`src/common/rename_macros.svh`:
```
// Rename stage sizing macros

`ifndef RENAME_MACROS_SVH
`define RENAME_MACROS_SVH

// Architectural register file
`define RN_ARCH_REGS 32
`define RN_ARCH_W 5

// Physical tag space
`define RN_PHYS_TAGS 64
`define RN_TAG_W 6

// Tags free after reset, the upper half of the tag space
`define RN_FREE_TAGS 32

`endif

```
`src/common/rename_pkg.sv`:
```
// Rename stage types

`include "rename_macros.svh"

package rename_pkg;

  typedef enum logic [2:0] {
    UNKNOWN,
    ALU,
    LOAD,
    STORE,
    JUMP
  } instr_class_t;

  typedef struct packed {
    logic writes;
    logic jumps;
    // Speculative, set behind an unresolved jump
    logic tag;
    logic spare;
  } instr_flags_t;

  typedef struct packed {
    logic [31:0] address;
    logic [31:0] immediate;
    instr_class_t instr_class;
    logic [`RN_ARCH_W-1:0] rs_1;
    logic [`RN_ARCH_W-1:0] rs_2;
    logic [`RN_ARCH_W-1:0] rd;
    instr_flags_t flags;
  } instr_in_t;

  typedef struct packed {
    logic [`RN_TAG_W-1:0] rs_1;
    logic [`RN_TAG_W-1:0] rs_2;
    logic [`RN_TAG_W-1:0] rn;
  } src_tags_t;

  typedef struct packed {
    logic [31:0] address;
    logic [31:0] immediate;
    instr_class_t instr_class;
    logic [`RN_ARCH_W-1:0] rd;
    logic [`RN_TAG_W-1:0] rs_1;
    logic [`RN_TAG_W-1:0] rs_2;
    logic [`RN_TAG_W-1:0] rn;
    instr_flags_t flags;
  } instr_out_t;

  // One map table update request
  typedef struct packed {
    logic en;
    logic [`RN_ARCH_W-1:0] rd;
    logic [`RN_TAG_W-1:0] tag;
  } map_write_t;

  typedef instr_in_t [1:0] pair_in_t;
  typedef instr_out_t [1:0] pair_out_t;

endpackage

```
`src/rename/rename_map_table.sv`:
```
// Register alias table

`timescale 1ns/1ps
`include "rename_macros.svh"

module rename_map_table (
  input  logic                           i_clock,
  input  logic                           i_reset,
  input  rename_pkg::pair_in_t           i_pair,
  output rename_pkg::src_tags_t [1:0]    o_src_tags,
  input  rename_pkg::map_write_t [1:0]   i_map_write
);

  // Current physical tag of each architectural register
  logic [`RN_TAG_W-1:0] map_q [`RN_ARCH_REGS];

  // Register 0 is hardwired to tag 0
  function automatic logic [`RN_TAG_W-1:0] lookup(input logic [`RN_ARCH_W-1:0] arch);
    logic [`RN_TAG_W-1:0] tag;
    if (arch == '0) begin
      tag = '0;
    end else begin
      tag = map_q[arch];
    end
    return tag;
  endfunction

  // Four source read ports, two per slot
  always_comb begin
    for (int s = 0; s < 2; s++) begin
      o_src_tags[s].rs_1 = lookup(i_pair[s].rs_1);
      o_src_tags[s].rs_2 = lookup(i_pair[s].rs_2);
      // Allocation is done by the resolver
      o_src_tags[s].rn = '0;
    end
  end

  // Identity map on reset, slot 1 writes last so it wins a collision
  always_ff @(posedge i_clock) begin
    if (i_reset) begin
      for (int r = 0; r < `RN_ARCH_REGS; r++) begin
        map_q[r] <= `RN_TAG_W'(r);
      end
    end else begin
      for (int s = 0; s < 2; s++) begin
        if (i_map_write[s].en) begin
          map_q[i_map_write[s].rd] <= i_map_write[s].tag;
        end
      end
    end
  end

  // The resolver must never remap the zero register
  a_no_zero_write_0 : assert property (
    @(posedge i_clock) disable iff (i_reset)
    !(i_map_write[0].en && i_map_write[0].rd == '0)
  );

  a_no_zero_write_1 : assert property (
    @(posedge i_clock) disable iff (i_reset)
    !(i_map_write[1].en && i_map_write[1].rd == '0)
  );

endmodule

```
`src/rename/free_tag_list.sv`:
```
// Free physical tag FIFO

`timescale 1ns/1ps
`include "rename_macros.svh"

module free_tag_list (
  input  logic                       i_clock,
  input  logic                       i_reset,
  output logic [1:0][`RN_TAG_W-1:0]  o_head_tags,
  output logic [`RN_TAG_W:0]         o_free_count,
  input  logic [1:0]                 i_alloc_count,
  input  logic                       i_release_valid,
  input  logic [`RN_TAG_W-1:0]       i_release_tag
);

  localparam int FIRST_FREE = `RN_PHYS_TAGS - `RN_FREE_TAGS;

  logic [`RN_TAG_W-1:0] fifo_q [`RN_PHYS_TAGS];
  // Pointers wrap naturally at the buffer depth
  logic [`RN_TAG_W-1:0] rd_ptr_q;
  logic [`RN_TAG_W-1:0] wr_ptr_q;
  logic [`RN_TAG_W:0]   count_q;
  logic [`RN_TAG_W:0]   count_next;
  logic [`RN_TAG_W-1:0] rd_ptr_plus1;

  assign rd_ptr_plus1 = rd_ptr_q + `RN_TAG_W'(1);

  // Two oldest free tags, only valid up to the count
  assign o_head_tags[0] = fifo_q[rd_ptr_q];
  assign o_head_tags[1] = fifo_q[rd_ptr_plus1];
  assign o_free_count   = count_q;

  always_comb begin
    count_next = count_q - {{(`RN_TAG_W-1){1'b0}}, i_alloc_count};
    if (i_release_valid) begin
      count_next = count_next + {{`RN_TAG_W{1'b0}}, 1'b1};
    end
  end

  always_ff @(posedge i_clock) begin
    if (i_reset) begin
      // Preload the upper tags in ascending order
      for (int i = 0; i < `RN_FREE_TAGS; i++) begin
        fifo_q[i] <= `RN_TAG_W'(FIRST_FREE + i);
      end
      rd_ptr_q <= '0;
      wr_ptr_q <= `RN_TAG_W'(`RN_FREE_TAGS);
      count_q  <= (`RN_TAG_W+1)'(`RN_FREE_TAGS);
    end else begin
      rd_ptr_q <= rd_ptr_q + `RN_TAG_W'(i_alloc_count);
      if (i_release_valid) begin
        fifo_q[wr_ptr_q] <= i_release_tag;
        wr_ptr_q         <= wr_ptr_q + `RN_TAG_W'(1);
      end
      count_q <= count_next;
    end
  end

  // Resolver may only take tags that are present
  a_pop_within_count : assert property (
    @(posedge i_clock) disable iff (i_reset)
    {{(`RN_TAG_W-1){1'b0}}, i_alloc_count} <= count_q
  );

  // A double release would overfill the buffer
  a_count_bounded : assert property (
    @(posedge i_clock) disable iff (i_reset)
    count_q <= (`RN_TAG_W+1)'(`RN_PHYS_TAGS)
  );

endmodule

```
`src/rename/pair_resolver.sv`:
```
// Rename pair resolver

`timescale 1ns/1ps
`include "rename_macros.svh"

module pair_resolver (
  input  logic                          i_clock,
  input  logic                          i_reset,
  input  rename_pkg::pair_in_t          i_pair,
  input  logic                          i_pair_valid,
  output logic                          o_pair_ready,
  input  logic                          i_speculative,
  input  rename_pkg::src_tags_t [1:0]   i_src_tags,
  input  logic [1:0][`RN_TAG_W-1:0]     i_head_tags,
  input  logic [`RN_TAG_W:0]            i_free_count,
  output logic [1:0]                    o_alloc_count,
  output rename_pkg::map_write_t [1:0]  o_map_write,
  output rename_pkg::pair_out_t         o_renamed,
  output logic                          o_renamed_valid,
  input  logic                          i_renamed_ready,
  output logic                          o_panic
);

  logic [1:0]                need;
  logic [1:0]                need_count;
  logic [`RN_TAG_W:0]        need_wide;
  logic [1:0][`RN_TAG_W-1:0] rn_tag;
  logic                      out_free;
  logic                      accept;
  rename_pkg::pair_out_t     renamed_next;

  // True when the second slot reads what the first slot produces
  function automatic logic depends(input rename_pkg::instr_in_t older,
                                   input logic [`RN_ARCH_W-1:0] rs);
    return older.flags.writes && older.rd != '0 && older.rd == rs;
  endfunction

  // Decode must split pairs with two jumps
  assign o_panic = i_pair_valid && i_pair[0].flags.jumps && i_pair[1].flags.jumps;

  assign need[0]    = i_pair[0].flags.writes && i_pair[0].rd != '0;
  assign need[1]    = i_pair[1].flags.writes && i_pair[1].rd != '0;
  assign need_count = {1'b0, need[0]} + {1'b0, need[1]};
  assign need_wide  = {{(`RN_TAG_W-1){1'b0}}, need_count};

  assign out_free     = !o_renamed_valid || i_renamed_ready;
  assign o_pair_ready = out_free && (i_free_count >= need_wide) && !o_panic;
  assign accept       = i_pair_valid && o_pair_ready;

  // Slot 1 takes the next tag in FIFO order after slot 0
  assign rn_tag[0] = need[0] ? i_head_tags[0] : '0;
  assign rn_tag[1] = need[1] ? (need[0] ? i_head_tags[1] : i_head_tags[0]) : '0;

  assign o_alloc_count = accept ? need_count : 2'd0;

  always_comb begin
    for (int s = 0; s < 2; s++) begin
      o_map_write[s].en  = accept && need[s];
      o_map_write[s].rd  = i_pair[s].rd;
      o_map_write[s].tag = rn_tag[s];
    end
  end

  always_comb begin
    for (int s = 0; s < 2; s++) begin
      renamed_next[s].address     = i_pair[s].address;
      renamed_next[s].immediate   = i_pair[s].immediate;
      renamed_next[s].instr_class = i_pair[s].instr_class;
      renamed_next[s].rd          = i_pair[s].rd;
      renamed_next[s].rs_1        = i_src_tags[s].rs_1;
      renamed_next[s].rs_2        = i_src_tags[s].rs_2;
      renamed_next[s].rn          = rn_tag[s];
      renamed_next[s].flags       = i_pair[s].flags;
      renamed_next[s].flags.tag   = i_pair[s].flags.jumps ? 1'b0 : i_speculative;
    end
    // Intra-pair bypass, the table does not yet hold slot 0's mapping
    if (depends(i_pair[0], i_pair[1].rs_1)) begin
      renamed_next[1].rs_1 = rn_tag[0];
    end
    if (depends(i_pair[0], i_pair[1].rs_2)) begin
      renamed_next[1].rs_2 = rn_tag[0];
    end
    // Everything behind a jump is speculative
    if (!i_pair[1].flags.jumps && i_pair[0].flags.jumps) begin
      renamed_next[1].flags.tag = 1'b1;
    end
  end

  always_ff @(posedge i_clock) begin
    if (accept) begin
      o_renamed <= renamed_next;
    end
  end

  always_ff @(posedge i_clock) begin
    if (i_reset) begin
      o_renamed_valid <= 1'b0;
    end else if (accept) begin
      o_renamed_valid <= 1'b1;
    end else if (i_renamed_ready) begin
      o_renamed_valid <= 1'b0;
    end
  end

  // Stalled output holds its pair until dispatch takes it
  a_stall_stable : assert property (
    @(posedge i_clock) disable iff (i_reset)
    o_renamed_valid && !i_renamed_ready |=> o_renamed_valid && $stable(o_renamed)
  );

endmodule

```
`src/verilog/rename_stage.sv`:
```
// Rename stage top level

`timescale 1ns/1ps
`include "rename_macros.svh"

module rename_stage (
  input  logic                   i_clock,
  input  logic                   i_reset,
  input  rename_pkg::pair_in_t   i_pair,
  input  logic                   i_pair_valid,
  output logic                   o_pair_ready,
  input  logic                   i_speculative,
  output rename_pkg::pair_out_t  o_renamed,
  output logic                   o_renamed_valid,
  input  logic                   i_renamed_ready,
  input  logic                   i_release_valid,
  input  logic [`RN_TAG_W-1:0]   i_release_tag,
  output logic                   o_panic
);

  rename_pkg::src_tags_t [1:0]  src_tags;
  rename_pkg::map_write_t [1:0] map_write;
  logic [1:0][`RN_TAG_W-1:0]    head_tags;
  logic [`RN_TAG_W:0]           free_count;
  logic [1:0]                   alloc_count;

  rename_map_table u_map_table (
    .i_clock     (i_clock),
    .i_reset     (i_reset),
    .i_pair      (i_pair),
    .o_src_tags  (src_tags),
    .i_map_write (map_write)
  );

  free_tag_list u_free_list (
    .i_clock         (i_clock),
    .i_reset         (i_reset),
    .o_head_tags     (head_tags),
    .o_free_count    (free_count),
    .i_alloc_count   (alloc_count),
    .i_release_valid (i_release_valid),
    .i_release_tag   (i_release_tag)
  );

  pair_resolver u_resolver (
    .i_clock         (i_clock),
    .i_reset         (i_reset),
    .i_pair          (i_pair),
    .i_pair_valid    (i_pair_valid),
    .o_pair_ready    (o_pair_ready),
    .i_speculative   (i_speculative),
    .i_src_tags      (src_tags),
    .i_head_tags     (head_tags),
    .i_free_count    (free_count),
    .o_alloc_count   (alloc_count),
    .o_map_write     (map_write),
    .o_renamed       (o_renamed),
    .o_renamed_valid (o_renamed_valid),
    .i_renamed_ready (i_renamed_ready),
    .o_panic         (o_panic)
  );

endmodule

```
`config.mk`:
```
export PLATFORM = sky130hd
export DESIGN_NAME = rename_stage
export DESIGN_NICKNAME = d
export VERILOG_FILES = /design/src/common/rename_pkg.sv /design/src/rename/rename_map_table.sv /design/src/rename/free_tag_list.sv /design/src/rename/pair_resolver.sv /design/src/verilog/rename_stage.sv
export VERILOG_INCLUDE_DIRS = /design/src /design/src/common
export SDC_FILE = /design/constraint.sdc
export NUM_CORES = 1
export LEC_CHECK = 0
export BUFFER_PORTS_ARGS = -buffer_cell sky130_fd_sc_hd__buf_2
export CAP_MARGIN = 0
export CORE_MARGIN = 2
export CORE_UTILIZATION = 46
export CTS_BUF_LIST = sky130_fd_sc_hd__clkbuf_4
export CTS_CLUSTER_DIAMETER = 30
export DETAILED_ROUTE_END_ITERATION = 10
export PLACE_DENSITY_LB_ADDON = 0.05
export SLEW_MARGIN = 10
export SYNTH_ARGS = -nofsm -noshare
export SYNTH_HDL_FRONTEND = slang
export SYNTH_SLANG_ARGS = --single-unit
```
`constraint.sdc`:
```
create_clock -name i_clock -period 19.9 [get_ports i_clock]
set_input_delay 0.995 -clock i_clock [delete_from_list [all_inputs] [get_ports i_clock]]
set_output_delay 0.995 -clock i_clock [all_outputs]
set_load 0.02 [all_outputs]
```
==> results.sh <==
export IMPL_final_common_cell="edfxtp_1"
export IMPL_avgSynthCellArea_um2=13.5
export IMPL_slew_limit_headroom_pct=12.3
export IMPL_dp_final_hpwl_um=104000
export IMPL_ys_seq_area_share_pct=54.6
export IMPL_synth_edf_count=764
export IMPL_cts_resized=0
export IMPL_clock_skew_ns=0.0960
export IMPL_cp_end_kind="flop"
export IMPL_numCtsBuffers=216
export IMPL_synth_area_leaders="edfxtp_1 (54%), mux4_2 (14%), mux2i_1 (5.5%)"
export IMPL_synth_area_leader_cell="edfxtp_1"
export IMPL_final_util_pct=54.1
export IMPL_syn_inst=3158
export IMPL_rsz0062_at_grt="no"
export IMPL_wl_per_cell_um=30.1
export IMPL_synth_async_reset_ratio_pct=0
export IMPL_worst_pin_slew_ns=1.30
export IMPL_hold_path_class="in2reg"
export IMPL_postCtsSetupBuffers=0
export IMPL_path_class="reg2reg"
export IMPL_leakagePower_nw=16.5
export IMPL_dr_pass1_iters=6
export IMPL_initial_core_util_pct=46.5
export IMPL_hold_depth=1
export IMPL_ys_warn_count=0
export IMPL_core_area_um2=91900
export IMPL_ys_flop_type="edfxtp_1"
export IMPL_finalSetupTns_ns=0
export IMPL_grt_ovfl_total=0
export IMPL_critPathMaxFanout=55
export IMPL_hold_violations=0
export IMPL_status="finished clean"
export IMPL_drc_errors=0
export IMPL_finalCritPeriodShare_pct=31.4
export IMPL_final_cell_mix="edfxtp_1 (764), buf_2 (368), clkbuf_4 (303)"
export IMPL_cp_required_ns=20.77
export IMPL_drtIter0Drc=4330
export IMPL_antenna_found_initial=8
export IMPL_antenna_left=0
export IMPL_fmax_ghz=0.160
export IMPL_finalMaxSlewViolations=0
export IMPL_nets=3860
export IMPL_vias=32945
export IMPL_ys_ff_latch=784
export IMPL_setup_viol=0
export IMPL_fp_dieW_um=309
export IMPL_critPathLaunchType="flop"
export IMPL_grt_pass1_vias=32527
export IMPL_numClockSinks=784
export IMPL_layout_drive_gt1_share_pct=29.2
export IMPL_die_y_um=309
export IMPL_reg2regPathDepth=9
export IMPL_synth_top_area_share_pct=53.6
export IMPL_fin_hold_ws_ns=0.113
export IMPL_drv_cap=0
export IMPL_postRouteWirelength_um=153000
export IMPL_die_area_um2=95400
export IMPL_synth_distinct_cells=83
export IMPL_cts_max_level=4
export IMPL_clk_latency_ns=1.16
export IMPL_track_usage_pct=32.1
export IMPL_grt_max_degree=78
export IMPL_port_buffers=372
export IMPL_synth_area_um2=42800
export IMPL_gp_congestion=0.973
export IMPL_syn2layout_area_growth_pct=16.2
export IMPL_clk_path_buf_depth=3
export IMPL_cts_root_buf="clkbuf_4"
export IMPL_io_pins=375
export IMPL_std_cell_rows=111
export IMPL_critPathArrivalTime_ns=7.12
export IMPL_fill_cells=7885
export IMPL_viasPerCell=6.47
export IMPL_clk_pin_slew_worst_paths_ns=0.07
export IMPL_period_minus_slack_ns=6.25
export IMPL_cts_tree="done"
export IMPL_cellPowerDensity_nw_per_um2=84.9
export IMPL_ir_drop_v=0.0000591
export IMPL_grt_pass1_wl_um=221000
## cell type report
type / instances / area, um2 / share of cell area (%)
well taps: 1243 / 1560 / 3.13
clock inverters: 88 / 648 / 1.30
clock buffers: 303 / 2270 / 4.58
multi-input cells: 2056 / 18000 / 36.2
inverters: 32 / 120 / 0.242
diodes: 10 / 25.0 / 0.0503
flip-flops and latches: 784 / 23300 / 47.0
repair buffers: 574 / 3720 / 7.49
## state kept, by name, summed over array words and instances, names as in the netlist
signal and flops:
u_free_list.o_free_count 7, u_free_list.rd_ptr_q 6, u_resolver.o_renamed 188, u_free_list.wr_ptr_q 6, u_free_list.fifo_q 384, u_resolver.o_renamed_valid 1, u_map_table.map_q 192
## metrics by stage
stage               total power [mW]  cells  worst slack, ns  area, um2
floorplan                       2.44   3163             9.67      42800
global placement                2.67   4555            13.09      45400
detailed placement              2.68   4555            12.93      45400
CTS                             4.24   5080            13.88      49700
global route                    4.38   5087            13.61      49700
finish                          4.22   5090            13.65      49700
## synthesized netlist by cell type, types with 10 or more instances
library cell and n:
nor4_1 14, ha_1 10, xnor2_1 13, and3_1 83, buf_2 60, o31ai_1 16, nand4_1 13, nand2b_1 22
nand3b_1 52, or3_1 108, inv_1 29, o2111ai_1 12, a221oi_1 69, and2_1 37, dfxtp_1 20, o221ai_1 22
a211oi_1 17, a21oi_2 15, clkbuf_1 170, o22ai_1 52, buf_6 12, a22oi_1 24, mux4_2 275, nand2_1 154
edfxtp_1 764, a21oi_1 99, nor2b_1 19, o21ai_0 116, nor3_1 92, nand3_1 60, mux2i_1 233, buf_1 33
nor2_1 225, o211ai_1 43, o32ai_1 15, xor2_1 17
## final timing paths
check                                                 start                     endpoint  slack [ns]
worst min-delay path                             i_pair[30]     u_resolver.o_renamed[38]        0.11
worst min register to register  u_free_list.o_free_count[5]  u_free_list.o_free_count[5]        0.57
worst max register to register      u_free_list.rd_ptr_q[0]     u_map_table.map_q[15][1]       13.65
worst max-delay path                u_free_list.rd_ptr_q[0]     u_map_table.map_q[15][1]       13.65
## kinds of logic after synthesis
family / after synthesis / share of synthesized area, %
AOI/OAI and AO/OA: 571 / 9.20
and+or+nand+nor: 911 / 10.9
buffers and inverters: 323 / 3.54
muxes: 525 / 20.7
DFF: 784 / 54.6
other: 1 / 0.00877
xor gates and xnor gates: 31 / 0.652
adders and majority gates: 12 / 0.386
## repair_timing
| item | 4_1_cts | 5_1_grt |
|---|---|---|
| endpoints found under the hold margin | 134 | 0 |
| endpoints found under the setup margin | 0 | 0 |
| hold buffers | 134 | 0 |
## where the power goes
part / internal [mW] / switching (mW)
clock: 0.835 / 0.710
combinational: 0.276 / 0.466
sequential: 1.89 / 0.0432
total: 3.00 / 1.22
## per-layer routing
metal	track usage (%)	share of wire, %
met5	0	0
met2	52.7	49
met4	13.4	3.9
met1	42.0	39
met3	6.17	8.7
## worst max-delay path: stages (launching register included)
cell	delay, ns
dfxtp_4	0.77
buf_4	0.75
buf_4	0.79
mux2i_1	0.22
a221oi_1	0.31
o21ai_0	0.25
a221oi_1	1.10
o311a_2	0.50
nand2_2	0.63
a21oi_1	0.56
No activity file was read; power rests on OpenSTA's default activity.
